File: config.mk
export PLATFORM = sky130hd
export DESIGN_NAME = nic_bridge
export DESIGN_NICKNAME = d
export VERILOG_FILES = /design/src/nic_pkg.sv /design/src/reg_bus_if.sv /design/src/rst_seq.sv /design/src/pci_target.sv /design/src/nic_events.sv /design/src/nic_regs.sv /design/src/nic_bridge.sv
export SDC_FILE = /design/constraint.sdc
export NUM_CORES = 1
export LEC_CHECK = 0
export ABC_CLOCK_PERIOD_IN_PS = 2800
export BUFFER_PORTS_ARGS = -buffer_cell sky130_fd_sc_hd__buf_2
export CAP_MARGIN = 30
export CORE_MARGIN = 2
export CORE_UTILIZATION = 35
export CTS_BUF_LIST = sky130_fd_sc_hd__clkbuf_8
export DETAILED_ROUTE_END_ITERATION = 12
export SLEW_MARGIN = 25
export SYNTH_ARGS = -nofsm -noshare
export SYNTH_HDL_FRONTEND = slang
export SYNTH_SLANG_ARGS = --single-unit
File: constraint.sdc
create_clock -name CLK -period 2.8 [get_ports CLK]
set_input_delay 0.14 -clock CLK [delete_from_list [all_inputs] [get_ports CLK]]
set_output_delay 0.14 -clock CLK [all_outputs]
set_load 0.01 [all_outputs]
File: src/nic_pkg.sv
package nic_pkg;

	// Bus widths
	localparam int DATA_W = 32;
	localparam int BE_W = DATA_W / 8;
	localparam int PCI_ADDR_W = 32;
	localparam int NUM_BARS = 8;

	// Interrupt causes
	localparam int NUM_CAUSES = 3;
	localparam int CAUSE_LSC = 2;
	localparam int CAUSE_SDP6 = 13;
	localparam int CAUSE_SDP7 = 14;

	// Bit order of the cause pulses from the event block
	localparam int CI_LSC = 0;
	localparam int CI_SDP6 = 1;
	localparam int CI_SDP7 = 2;

	// Register byte offsets
	localparam int OFS_CTRL = 'h00;
	localparam int OFS_STATUS = 'h08;
	localparam int OFS_SCRATCH = 'h0C;
	localparam int OFS_ICR = 'hC0;
	localparam int OFS_IMS = 'hD0;
	localparam int OFS_IMC = 'hD8;

	localparam int CTRL_RST_BIT = 26;

	// STATUS layout
	localparam int STATUS_FD_BIT = 0;
	localparam int STATUS_LU_BIT = 1;
	localparam int STATUS_SPD_LSB = 6;

endpackage

File: src/reg_bus_if.sv
`timescale 1ns/1ps

interface reg_bus_if import nic_pkg::*; #(
	parameter int REG_ADDR_W = 8
) ();

	logic wr_stb;
	logic rd_stb;
	logic [REG_ADDR_W-1:0] addr;
	logic [DATA_W-1:0] wdata;
	logic [BE_W-1:0] be;
	logic [DATA_W-1:0] rdata;
	logic rd_vld;
	logic rd_err;

	modport master(output wr_stb, rd_stb, addr, wdata, be, input rdata, rd_vld, rd_err);
	modport slave(input wr_stb, rd_stb, addr, wdata, be, output rdata, rd_vld, rd_err);

endinterface

File: src/rst_seq.sv
`timescale 1ns/1ps

module rst_seq #(
	parameter int RST_CYCLES = 16
) (
	input logic CLK,
	input logic RST,
	input logic rst_request_i,
	output logic core_rst_o
);

	localparam int CNT_W = $clog2(RST_CYCLES + 1);

	logic [CNT_W-1:0] cnt_q;
	logic core_rst_q;

	// Restart the count on power-on or software reset
	always_ff @(posedge CLK or posedge RST) begin
		if (RST) begin
			cnt_q <= '0;
			core_rst_q <= 1'b1;
		end else if (rst_request_i) begin
			cnt_q <= '0;
			core_rst_q <= 1'b1;
		end else if (core_rst_q) begin
			cnt_q <= cnt_q + 1'b1;
			if (cnt_q == CNT_W'(RST_CYCLES - 1))
				core_rst_q <= 1'b0;
		end
	end

	assign core_rst_o = core_rst_q;

endmodule

File: src/pci_target.sv
`timescale 1ns/1ps

module pci_target import nic_pkg::*; #(
	parameter int REG_ADDR_W = 8
) (
	input logic CLK,
	input logic RST,
	input logic [PCI_ADDR_W-1:0] addr_i,
	input logic addr_vld_i,
	input logic [NUM_BARS-1:0] base_hit_i,
	input logic [DATA_W-1:0] adio_out_i,
	output logic [DATA_W-1:0] adio_in_o,
	input logic s_wrdn_i,
	input logic s_data_i,
	input logic s_data_vld_i,
	input logic [BE_W-1:0] s_cbe_i,
	output logic s_ready_o,
	output logic s_term_o,
	output logic s_abort_o,
	reg_bus_if.master bus_o
);

	localparam logic [2:0] ST_IDLE = 3'd0;
	localparam logic [2:0] ST_WR_WAIT = 3'd1;
	localparam logic [2:0] ST_RD_WAIT = 3'd2;
	localparam logic [2:0] ST_RD_DONE = 3'd3;
	localparam logic [2:0] ST_HOLD = 3'd4;

	logic [2:0] state;
	logic hit;
	logic wr_dir_q;
	logic err_q;
	logic wr_stb_q;
	logic rd_stb_q;
	logic [REG_ADDR_W-1:0] addr_q;
	logic [DATA_W-1:0] wdata_q;
	logic [BE_W-1:0] be_q;
	logic [DATA_W-1:0] rdata_q;

	// Only base register 0 maps the controller
	assign hit = addr_vld_i && base_hit_i[0];

	always_ff @(posedge CLK or posedge RST) begin
		if (RST) begin
			state <= ST_IDLE;
			wr_dir_q <= 1'b0;
			err_q <= 1'b0;
			wr_stb_q <= 1'b0;
			rd_stb_q <= 1'b0;
		end else begin
			wr_stb_q <= 1'b0;
			rd_stb_q <= 1'b0;
			case (state)
				ST_IDLE: begin
					if (hit) begin
						wr_dir_q <= s_wrdn_i;
						err_q <= 1'b0;
						rd_stb_q <= !s_wrdn_i;
						state <= s_wrdn_i ? ST_WR_WAIT : ST_RD_WAIT;
					end
				end
				ST_WR_WAIT: begin
					if (s_data_vld_i) begin
						wr_stb_q <= 1'b1;
						state <= ST_HOLD;
					end
				end
				ST_RD_WAIT: state <= ST_RD_DONE;
				ST_RD_DONE: begin
					if (bus_o.rd_vld) begin
						err_q <= bus_o.rd_err;
						state <= ST_HOLD;
					end
				end
				ST_HOLD: begin
					if (!s_data_i)
						state <= ST_IDLE;
				end
				default: state <= ST_IDLE;
			endcase
		end
	end

	always_ff @(posedge CLK) begin
		if (state == ST_IDLE && hit)
			addr_q <= addr_i[REG_ADDR_W-1:0];
		if (state == ST_WR_WAIT && s_data_vld_i) begin
			wdata_q <= adio_out_i;
			be_q <= ~s_cbe_i;
		end
		if (state == ST_RD_DONE && bus_o.rd_vld)
			rdata_q <= bus_o.rdata;
	end

	// Read data passes straight through in the answer cycle
	always_comb begin
		s_ready_o = 1'b0;
		s_term_o = 1'b0;
		s_abort_o = 1'b0;
		adio_in_o = '0;
		case (state)
			ST_WR_WAIT: begin
				s_ready_o = 1'b1;
				s_term_o = 1'b1;
			end
			ST_RD_DONE: begin
				adio_in_o = bus_o.rdata;
				s_ready_o = bus_o.rd_vld && !bus_o.rd_err;
				s_term_o = bus_o.rd_vld && !bus_o.rd_err;
				s_abort_o = bus_o.rd_vld && bus_o.rd_err;
			end
			ST_HOLD: begin
				if (!wr_dir_q)
					adio_in_o = rdata_q;
				s_ready_o = s_data_i && !err_q;
				s_term_o = s_data_i && !err_q;
				s_abort_o = s_data_i && err_q;
			end
			default: adio_in_o = '0;
		endcase
	end

	assign bus_o.wr_stb = wr_stb_q;
	assign bus_o.rd_stb = rd_stb_q;
	assign bus_o.addr = addr_q;
	assign bus_o.wdata = wdata_q;
	assign bus_o.be = be_q;

endmodule

File: src/nic_events.sv
`timescale 1ns/1ps

module nic_events import nic_pkg::*; (
	input logic CLK,
	input logic core_rst_i,
	input logic phy_lsc_i,
	input logic sdp6_data_i,
	input logic sdp7_data_i,
	output logic [NUM_CAUSES-1:0] cause_o
);

	logic [NUM_CAUSES-1:0] raw;
	logic [NUM_CAUSES-1:0] sync1_q;
	logic [NUM_CAUSES-1:0] sync2_q;
	logic [NUM_CAUSES-1:0] prev_q;
	logic [NUM_CAUSES-1:0] pulse_q;

	assign raw[CI_LSC] = phy_lsc_i;
	assign raw[CI_SDP6] = sdp6_data_i;
	assign raw[CI_SDP7] = sdp7_data_i;

	always_ff @(posedge CLK or posedge core_rst_i) begin
		if (core_rst_i) begin
			sync1_q <= '0;
			sync2_q <= '0;
			prev_q <= '0;
			pulse_q <= '0;
		end else begin
			sync1_q <= raw;
			sync2_q <= sync1_q;
			prev_q <= sync2_q;
			// Rising edges only
			pulse_q <= sync2_q & ~prev_q;
		end
	end

	assign cause_o = pulse_q;

endmodule

File: src/nic_regs.sv
`timescale 1ns/1ps

module nic_regs import nic_pkg::*; #(
	parameter int REG_ADDR_W = 8
) (
	input logic CLK,
	input logic core_rst_i,
	reg_bus_if.slave bus_i,
	input logic [NUM_CAUSES-1:0] cause_i,
	input logic [1:0] phy_speed_i,
	input logic phy_duplex_i,
	input logic phy_up_i,
	output logic int_n_o,
	output logic rst_request_o
);

	localparam logic [DATA_W-1:0] CTRL_WR_MASK = ~(DATA_W'(1) << CTRL_RST_BIT);

	logic [DATA_W-1:0] ctrl_q;
	logic [DATA_W-1:0] scratch_q;
	logic [NUM_CAUSES-1:0] icr_q;
	logic [NUM_CAUSES-1:0] ims_q;
	logic int_n_q;
	logic rst_req_q;
	logic [DATA_W-1:0] status_w;
	logic [DATA_W-1:0] wmask;
	logic [DATA_W-1:0] wr_val;
	logic [DATA_W-1:0] rd_word;
	logic map_hit;
	logic wr_ctrl;
	logic wr_scratch;
	logic wr_ims;
	logic wr_imc;
	logic rd_icr;
	logic rd_vld_q;
	logic rd_err_q;
	logic [DATA_W-1:0] rdata_q;

	function automatic logic [DATA_W-1:0] spread(input logic [NUM_CAUSES-1:0] bits);
		logic [DATA_W-1:0] word;
		word = '0;
		word[CAUSE_LSC] = bits[CI_LSC];
		word[CAUSE_SDP6] = bits[CI_SDP6];
		word[CAUSE_SDP7] = bits[CI_SDP7];
		return word;
	endfunction

	function automatic logic [NUM_CAUSES-1:0] gather(input logic [DATA_W-1:0] word);
		logic [NUM_CAUSES-1:0] bits;
		bits[CI_LSC] = word[CAUSE_LSC];
		bits[CI_SDP6] = word[CAUSE_SDP6];
		bits[CI_SDP7] = word[CAUSE_SDP7];
		return bits;
	endfunction

	always_comb begin
		for (int i = 0; i < BE_W; i++) begin
			wmask[8*i +: 8] = {8{bus_i.be[i]}};
		end
	end

	assign wr_val = bus_i.wdata & wmask;

	always_comb begin
		status_w = '0;
		status_w[STATUS_FD_BIT] = phy_duplex_i;
		status_w[STATUS_LU_BIT] = phy_up_i;
		status_w[STATUS_SPD_LSB +: 2] = phy_speed_i;
	end

	assign wr_ctrl = bus_i.wr_stb && (bus_i.addr == REG_ADDR_W'(OFS_CTRL));
	assign wr_scratch = bus_i.wr_stb && (bus_i.addr == REG_ADDR_W'(OFS_SCRATCH));
	assign wr_ims = bus_i.wr_stb && (bus_i.addr == REG_ADDR_W'(OFS_IMS));
	assign wr_imc = bus_i.wr_stb && (bus_i.addr == REG_ADDR_W'(OFS_IMC));
	assign rd_icr = bus_i.rd_stb && (bus_i.addr == REG_ADDR_W'(OFS_ICR));

	// Read decode with IMC reading as zero
	always_comb begin
		map_hit = 1'b1;
		rd_word = '0;
		case (bus_i.addr)
			REG_ADDR_W'(OFS_CTRL): rd_word = ctrl_q;
			REG_ADDR_W'(OFS_STATUS): rd_word = status_w;
			REG_ADDR_W'(OFS_SCRATCH): rd_word = scratch_q;
			REG_ADDR_W'(OFS_ICR): rd_word = spread(icr_q);
			REG_ADDR_W'(OFS_IMS): rd_word = spread(ims_q);
			REG_ADDR_W'(OFS_IMC): rd_word = '0;
			default: map_hit = 1'b0;
		endcase
	end

	always_ff @(posedge CLK or posedge core_rst_i) begin
		if (core_rst_i) begin
			ctrl_q <= '0;
			scratch_q <= '0;
			icr_q <= '0;
			ims_q <= '0;
			int_n_q <= 1'b1;
			rst_req_q <= 1'b0;
		end else begin
			// Reset bit only pulses the request and is never stored
			rst_req_q <= wr_ctrl && wr_val[CTRL_RST_BIT];
			if (wr_ctrl)
				ctrl_q <= (ctrl_q & ~wmask) | (wr_val & CTRL_WR_MASK);
			if (wr_scratch)
				scratch_q <= (scratch_q & ~wmask) | wr_val;
			if (wr_ims)
				ims_q <= ims_q | gather(wr_val);
			else if (wr_imc)
				ims_q <= ims_q & ~gather(wr_val);
			// New causes win over clear-on-read
			icr_q <= (rd_icr ? '0 : icr_q) | cause_i;
			int_n_q <= !(|(icr_q & ims_q));
		end
	end

	// Read response stays live during core reset
	always_ff @(posedge CLK) begin
		rd_vld_q <= bus_i.rd_stb;
		rd_err_q <= bus_i.rd_stb && !map_hit;
		if (bus_i.rd_stb)
			rdata_q <= rd_word;
	end

	assign bus_i.rd_vld = rd_vld_q;
	assign bus_i.rd_err = rd_err_q;
	assign bus_i.rdata = rdata_q;
	assign int_n_o = int_n_q;
	assign rst_request_o = rst_req_q;

endmodule

File: src/nic_bridge.sv
`timescale 1ns/1ps

module nic_bridge import nic_pkg::*; #(
	parameter int REG_ADDR_W = 8,
	parameter int RST_CYCLES = 16
) (
	input logic CLK,
	input logic RST,
	// Address phase
	input logic [PCI_ADDR_W-1:0] addr_i,
	input logic addr_vld_i,
	input logic [NUM_BARS-1:0] base_hit_i,
	// Data
	input logic [DATA_W-1:0] adio_out_i,
	output logic [DATA_W-1:0] adio_in_o,
	// Data phase
	input logic s_wrdn_i,
	input logic s_data_i,
	input logic s_data_vld_i,
	input logic [BE_W-1:0] s_cbe_i,
	// Target termination
	output logic s_ready_o,
	output logic s_term_o,
	output logic s_abort_o,
	output logic int_n_o,
	// PHY and GPI
	input logic [1:0] phy_speed_i,
	input logic phy_duplex_i,
	input logic phy_up_i,
	input logic phy_lsc_i,
	input logic sdp6_data_i,
	input logic sdp7_data_i,
	output logic phy_reset_out_o
);

	logic rst_request;
	logic core_rst;
	logic [NUM_CAUSES-1:0] cause;

	reg_bus_if #(.REG_ADDR_W(REG_ADDR_W)) u_bus ();

	rst_seq #(.RST_CYCLES(RST_CYCLES)) u_rst_seq (
		.CLK(CLK),
		.RST(RST),
		.rst_request_i(rst_request),
		.core_rst_o(core_rst)
	);

	pci_target #(.REG_ADDR_W(REG_ADDR_W)) u_pci_target (
		.CLK(CLK),
		.RST(RST),
		.addr_i(addr_i),
		.addr_vld_i(addr_vld_i),
		.base_hit_i(base_hit_i),
		.adio_out_i(adio_out_i),
		.adio_in_o(adio_in_o),
		.s_wrdn_i(s_wrdn_i),
		.s_data_i(s_data_i),
		.s_data_vld_i(s_data_vld_i),
		.s_cbe_i(s_cbe_i),
		.s_ready_o(s_ready_o),
		.s_term_o(s_term_o),
		.s_abort_o(s_abort_o),
		.bus_o(u_bus.master)
	);

	nic_events u_nic_events (
		.CLK(CLK),
		.core_rst_i(core_rst),
		.phy_lsc_i(phy_lsc_i),
		.sdp6_data_i(sdp6_data_i),
		.sdp7_data_i(sdp7_data_i),
		.cause_o(cause)
	);

	nic_regs #(.REG_ADDR_W(REG_ADDR_W)) u_nic_regs (
		.CLK(CLK),
		.core_rst_i(core_rst),
		.bus_i(u_bus.slave),
		.cause_i(cause),
		.phy_speed_i(phy_speed_i),
		.phy_duplex_i(phy_duplex_i),
		.phy_up_i(phy_up_i),
		.int_n_o(int_n_o),
		.rst_request_o(rst_request)
	);

	assign phy_reset_out_o = core_rst;

endmodule

Yosys cells after proc, flatten, opt, wreduce, memory -nomap -nowiden
Index checks and enable logic that the tools add are counted.

word-level totals
  flip-flop bits (word level) = 207
  input port bits = 89
  output and inout bits = 37
  logic and storage cells = 110

cells by class
  $add $sub $neg = 1
  equality and inequality tests = 14
  muxes and demuxes = 27
  bitwise logic cells = 14
  reduce and logical (&&, ||, !) cells = 30

operator list
  operator                                             count
  one-hot mux 32 bit (5 select lines)                  1
  bitwise AND 32 bit                                   3
  OR 32 bit                                            2
  one-hot mux 32 bit (2 select lines)                  1
  two-way mux 32 bit                                   1
  NOT 32 bit                                           1
  equality test 8 bit, second input constant           3
  two-way mux 3 bit                                    7
  equality test 8 x 4 -> 1 bit, second input constant  2
  logical AND 1 bit                                    15
  one-hot mux 3 bit (5 select lines)                   1
  two-way mux 1 bit                                    10
  two-way mux 5 bit                                    2
  bitwise AND 3 bit                                    3
  zero test 8 bit                                      1
  equality test 3 x 2 -> 1 bit, second input constant  2
  NOT 3 bit                                            2
  OR 3 bit                                             2
  nonzero test 2 bit                                   3
  OR reduction 6 bit                                   1
  adder 5 x 1 -> 5 bit, second input constant          1
  equality test 5 x 4 -> 1 bit, second input constant  1
  zero test 1 bit                                      5
  != test 2 x 1 -> 1 bit, second input constant        2
  other kinds (12)                                     14

Logic depth before layout (Yosys ltp)
  depth after elaboration = 5
  depth in mapped cells = 6
  mapped depth without buffers = 4

Cells and area by module
A second synthesis with hierarchy kept.

unflattened totals
  cells, all modules = 479
  area total of the unflattened synthesis = 8121.5 µm²

by module, submodules not included
  module      times used  cells each  area each (µm²)  seq. area each (µm²)
  nic_regs    1           272         4345.4           2803.9
  pci_target  1           164         3110.5           2457.4
  nic_events  1           16          345.3            300.3
  rst_seq     1           27          320.3            151.4

Least setup slack after synthesis
No wires, ideal clock.

  kind = reg2reg
  from = register u_pci_target.state[2]
  to = register u_pci_target.be_q[0] (netlist: u_pci_target.bus_o.be[0]), enable pin
  setup time = 0.484 ns
  arrival = 3.313 ns
  required time = 2.316 ns
  setup slack = -0.996 ns
  cell stages (with the launch flop) = 3
  buffers on the path = 0
  clock period less this slack = 3.796 ns
  path through = dfrtp_1 -> nand2b_1 -> nor3b_1

on the way
  word-level cells in the longest chain between the ends = 2

RTL lines
  item                          RTL line          source
  start, declared               pci_target.sv:29  logic [2:0] state;
  start signal, assigned        pci_target.sv:59  state <= s_wrdn_i ? ST_WR_WAIT : ST_RD_WAIT;
  equality test 3 x 1 -> 1 bit  pci_target.sv:87  if (state == ST_WR_WAIT && s_data_vld_i) begin
  logical AND 1 bit             pci_target.sv:87
  end signal, assigned          pci_target.sv:89  be_q <= ~s_cbe_i;
  end, declared                 pci_target.sv:37  logic [BE_W-1:0] be_q;

Every way passes these cells.
A chain may end at the register's enable or synchronous reset.

==> metrics.md <==
| Metric | Value |
|---|---|
| Total grt overflow | `0` |
| Clock Skew | `between 10 and 15 ps` |
| Final setup fails | `0` |
| Synth top area share | `41.40%` |
| Syn Area/Cell | `16.67 sq um` |
| Worst-Margin Slew | `852.2 ps` |
| Vias in the first global route | `around 5100` |
| Syn nets | `561` |
| Antenna diodes | `0` |
| Total GRT Usage | `14.31%` |
| Die area | `23590 sq um` |
| Initial Util | `between 30% and 40%` |
| Yosys warns | `0` |
| Arrival time worst endpoint | `about 2800 ps` |
| Clk slew on worst S/H paths | `60 ps` |
| Boundary pin count | `126` |
| TritonCTS Buffers | `35` |
| DRC | `0` |
| R2r worst-path depth | `3` |
| Global-route wire length before repair | `26710 microns` |
| Fmax | `415.0 MHz` |
| Clock Sinks | `207` |
| Met1 Usage GRT | `18.14%` |
| CTS root buffer | `clkbuf_8` |
| Unique cell type count in the Yosys netlist | `48` |
| RSZ-0062 raised after global routing | `no` |
| Fillcell total | `1979` |
| Worst-path maximum fanout | `9` |
| Final ANT Viol Nets | `0` |
| Iter 0 DRT Violations | `214` |
| # resized after CTS | `0` |
| Pleak | `4.244 nW` |
| Cell Pwr Density | `743.9 nW/um^2` |
| Cell Rows | `between 50 and 60` |
| Worst setup EP type | `flop` |
| Post-synth ARST share | `46.86%` |
| GR Layer Usage met2 | `24.25%` |
| Gpl congestion | `0.8482` |
| Final HPWL DP | `10760 microns` |
| CTS tree | `done` |
| Gr busiest metal | `met2` |
| Die X | `153.6 microns` |
| Number of setup buffers added after CTS | `0` |
| WL final | `16550 microns` |
| Clock Latency Late Sink | `500 ps` |
| Largest net degree at the start of global routing | `38` |
| Setup TNS | `0 ps` |
| Area taken by multi-input logic gates | `about 2000 sq um` |
| Seq/Total Area, Yosys | `72.93%` |
| Hold Crit Class | `primary input to flop` |
| Tmin final | `about 2400 ps` |
| Slowest CP cell | `or4_1` |
| Fraction of layout cells with a size suffix above 1 | `33.93%` |
| H-tree levels | `2` |
| M3 GR Usage | `between 3 and 4%` |
| Commonest non-fill, non-tap cells in the layout | `edfxtp_1, dfrtp_1, buf_2` |
| Post-Synthesis Cells | `470` |
| Critical path class | `flop to flop` |
| Area contributors post-synth | `edfxtp_1, dfrtp_1, mux2_2` |
| WHS Path Cells | `4` |
| Chip height | `153.6 microns` |
| Final worst-path cycle share | `86.06%` |
| Layout Nets | `about 740` |
| Fin. Hold Viols | `0` |
| Synth area leader | `edfxtp_1` |
| Via count | `4653` |
| Top FF cell, synth | `edfxtp_1` |
| I/O Buffers | `94` |
| WP data required | `3180 ps` |
| Slew headroom | `42.41%` |
| CP cell instances | `or4_1 > nor3_4 > mux2_2` |
| Slew Limit Fails | `0` |
| Synthesis-stage register bit count | `207` |
| First-pass DRT Iterations | `4` |
| Critical Path Source Type | `flop` |
| Synth Cell Area | `7834 sq um` |
| Clock buffer depth | `3` |
| Vias per cell | `4.888` |
| Layout Area Growth over Synthesis | `26.55%` |
| Max stage delay on crit path | `870 ps` |
| Peak VDD IR | `410.6 uV` |
| Area occupied by registers | `5713 sq um` |
| Worst hold slack | `42.56 ps` |
| Most common library cell in the layout ignoring fill and taps | `edfxtp_1` |
| Antenna violations before repair | `0` |
| Core Region | `21890 sq um` |
| Number of synthesized flops with an enable pin | `108` |
| Max Cap Viol | `0` |
| Status | `completed` |
| WL/cell | `17.39 microns` |
## logic make-up after synthesis
family / share of synthesized area, %
muxes: 9.455
DFF: 72.93
AOI/OAI and AO/OA: 9.455
xor gates and xnor gates: 0.3355
adders and majority gates: 0.3194
and+or+nand+nor: 5.574
buffers and inverters: 1.933
## stage by stage
stage	power (mW)	cell area, sq um	std cells	setup slack, ps	util [%]
6_report	7.374	9913	952	390.5	45.28
4_1_cts	7.491	9913	952	374.5	45.28
3_5_place_dp	4.828	8696	836	364.8	39.72
5_1_grt	7.754	9913	952	275.1	45.28
3_3_place_gp	4.797	8696	836	403.6	39.72
2_1_floorplan	4.299	7839	470	49.08	-
## path summary, 6_finish.rpt
check / start / to / slack, ps
max: u_pci_target.bus_o.addr[5] / flop / 390
min: s_data_vld_i / u_pci_target.state[0] / 40
max reg2reg: u_pci_target.bus_o.addr[5] / flop / 390
min reg2reg: u_nic_events.sync1_q[1] / u_nic_events.sync2_q[1] / 350
max in group asynchronous: u_rst_seq.core_rst_o / u_nic_regs.int_n_o / 1600
min in group asynchronous: RST / u_pci_target.err_q / 240
## report_power, final
group	switching, mW	total [mW]	internal, mW
registers	0.155	3.60	3.45
clock network	1.13	2.57	1.43
logic	0.658	1.21	0.550
## critical path, delay by kind of cell (launching register included)
| family | cells | cell delay (ps) |
|---|---|---|
| AND/OR/NAND/NOR | 2 | 1440 |
| flip-flops | 1 | 440 |
| multiplexers | 1 | 400 |
## routing by layer
metal  share of wire (%)  vias up  wire (microns)
li1                    -     2170               -
met1                  44     2337            7362
met2                  49      122            8062
met3                 5.0       24             835
met4                 1.8        0             294
met5                   0        -               0
## Yosys cell counts, drive strengths merged, types with 2 or more instances
library cell / count
edfxtp: 108
dfrtp: 95
or4: 2
a21oi: 2
inv: 14
clkbuf: 13
a221o: 4
ha: 2
a21o: 3
nor2: 7
nor2b: 6
mux2: 64
nor3: 9
nand4: 5
and2: 3
and3b: 2
nand3: 13
xor2: 2
a22o: 57
mux2i: 2
dfstp: 2
o21ai: 5
and4b: 2
buf: 9
o21bai: 2
o31ai: 4
o211ai: 3
dfxtp: 2
a22oi: 3
nand2b: 2
a211oi: 3
nor4: 2
nor4bb: 2
nand2: 6
## cell type report
class | instances | area share (%)
clock buffers | 45 | 6.248
repair buffers | 161 | 11.28
clock inverters | 18 | 0.6816
flip-flops and latches | 207 | 57.63
well taps | 280 | 3.534
multi-input cells | 227 | 20.08
inverters | 14 | 0.5427
## timing repair
action / 4_1_cts / 5_1_grt
setup endpoints to repair: 0 / 0
hold buffers: 53 / 0
endpoints found under the hold margin: 63 / 0
(Power assumes the default switching activity.)
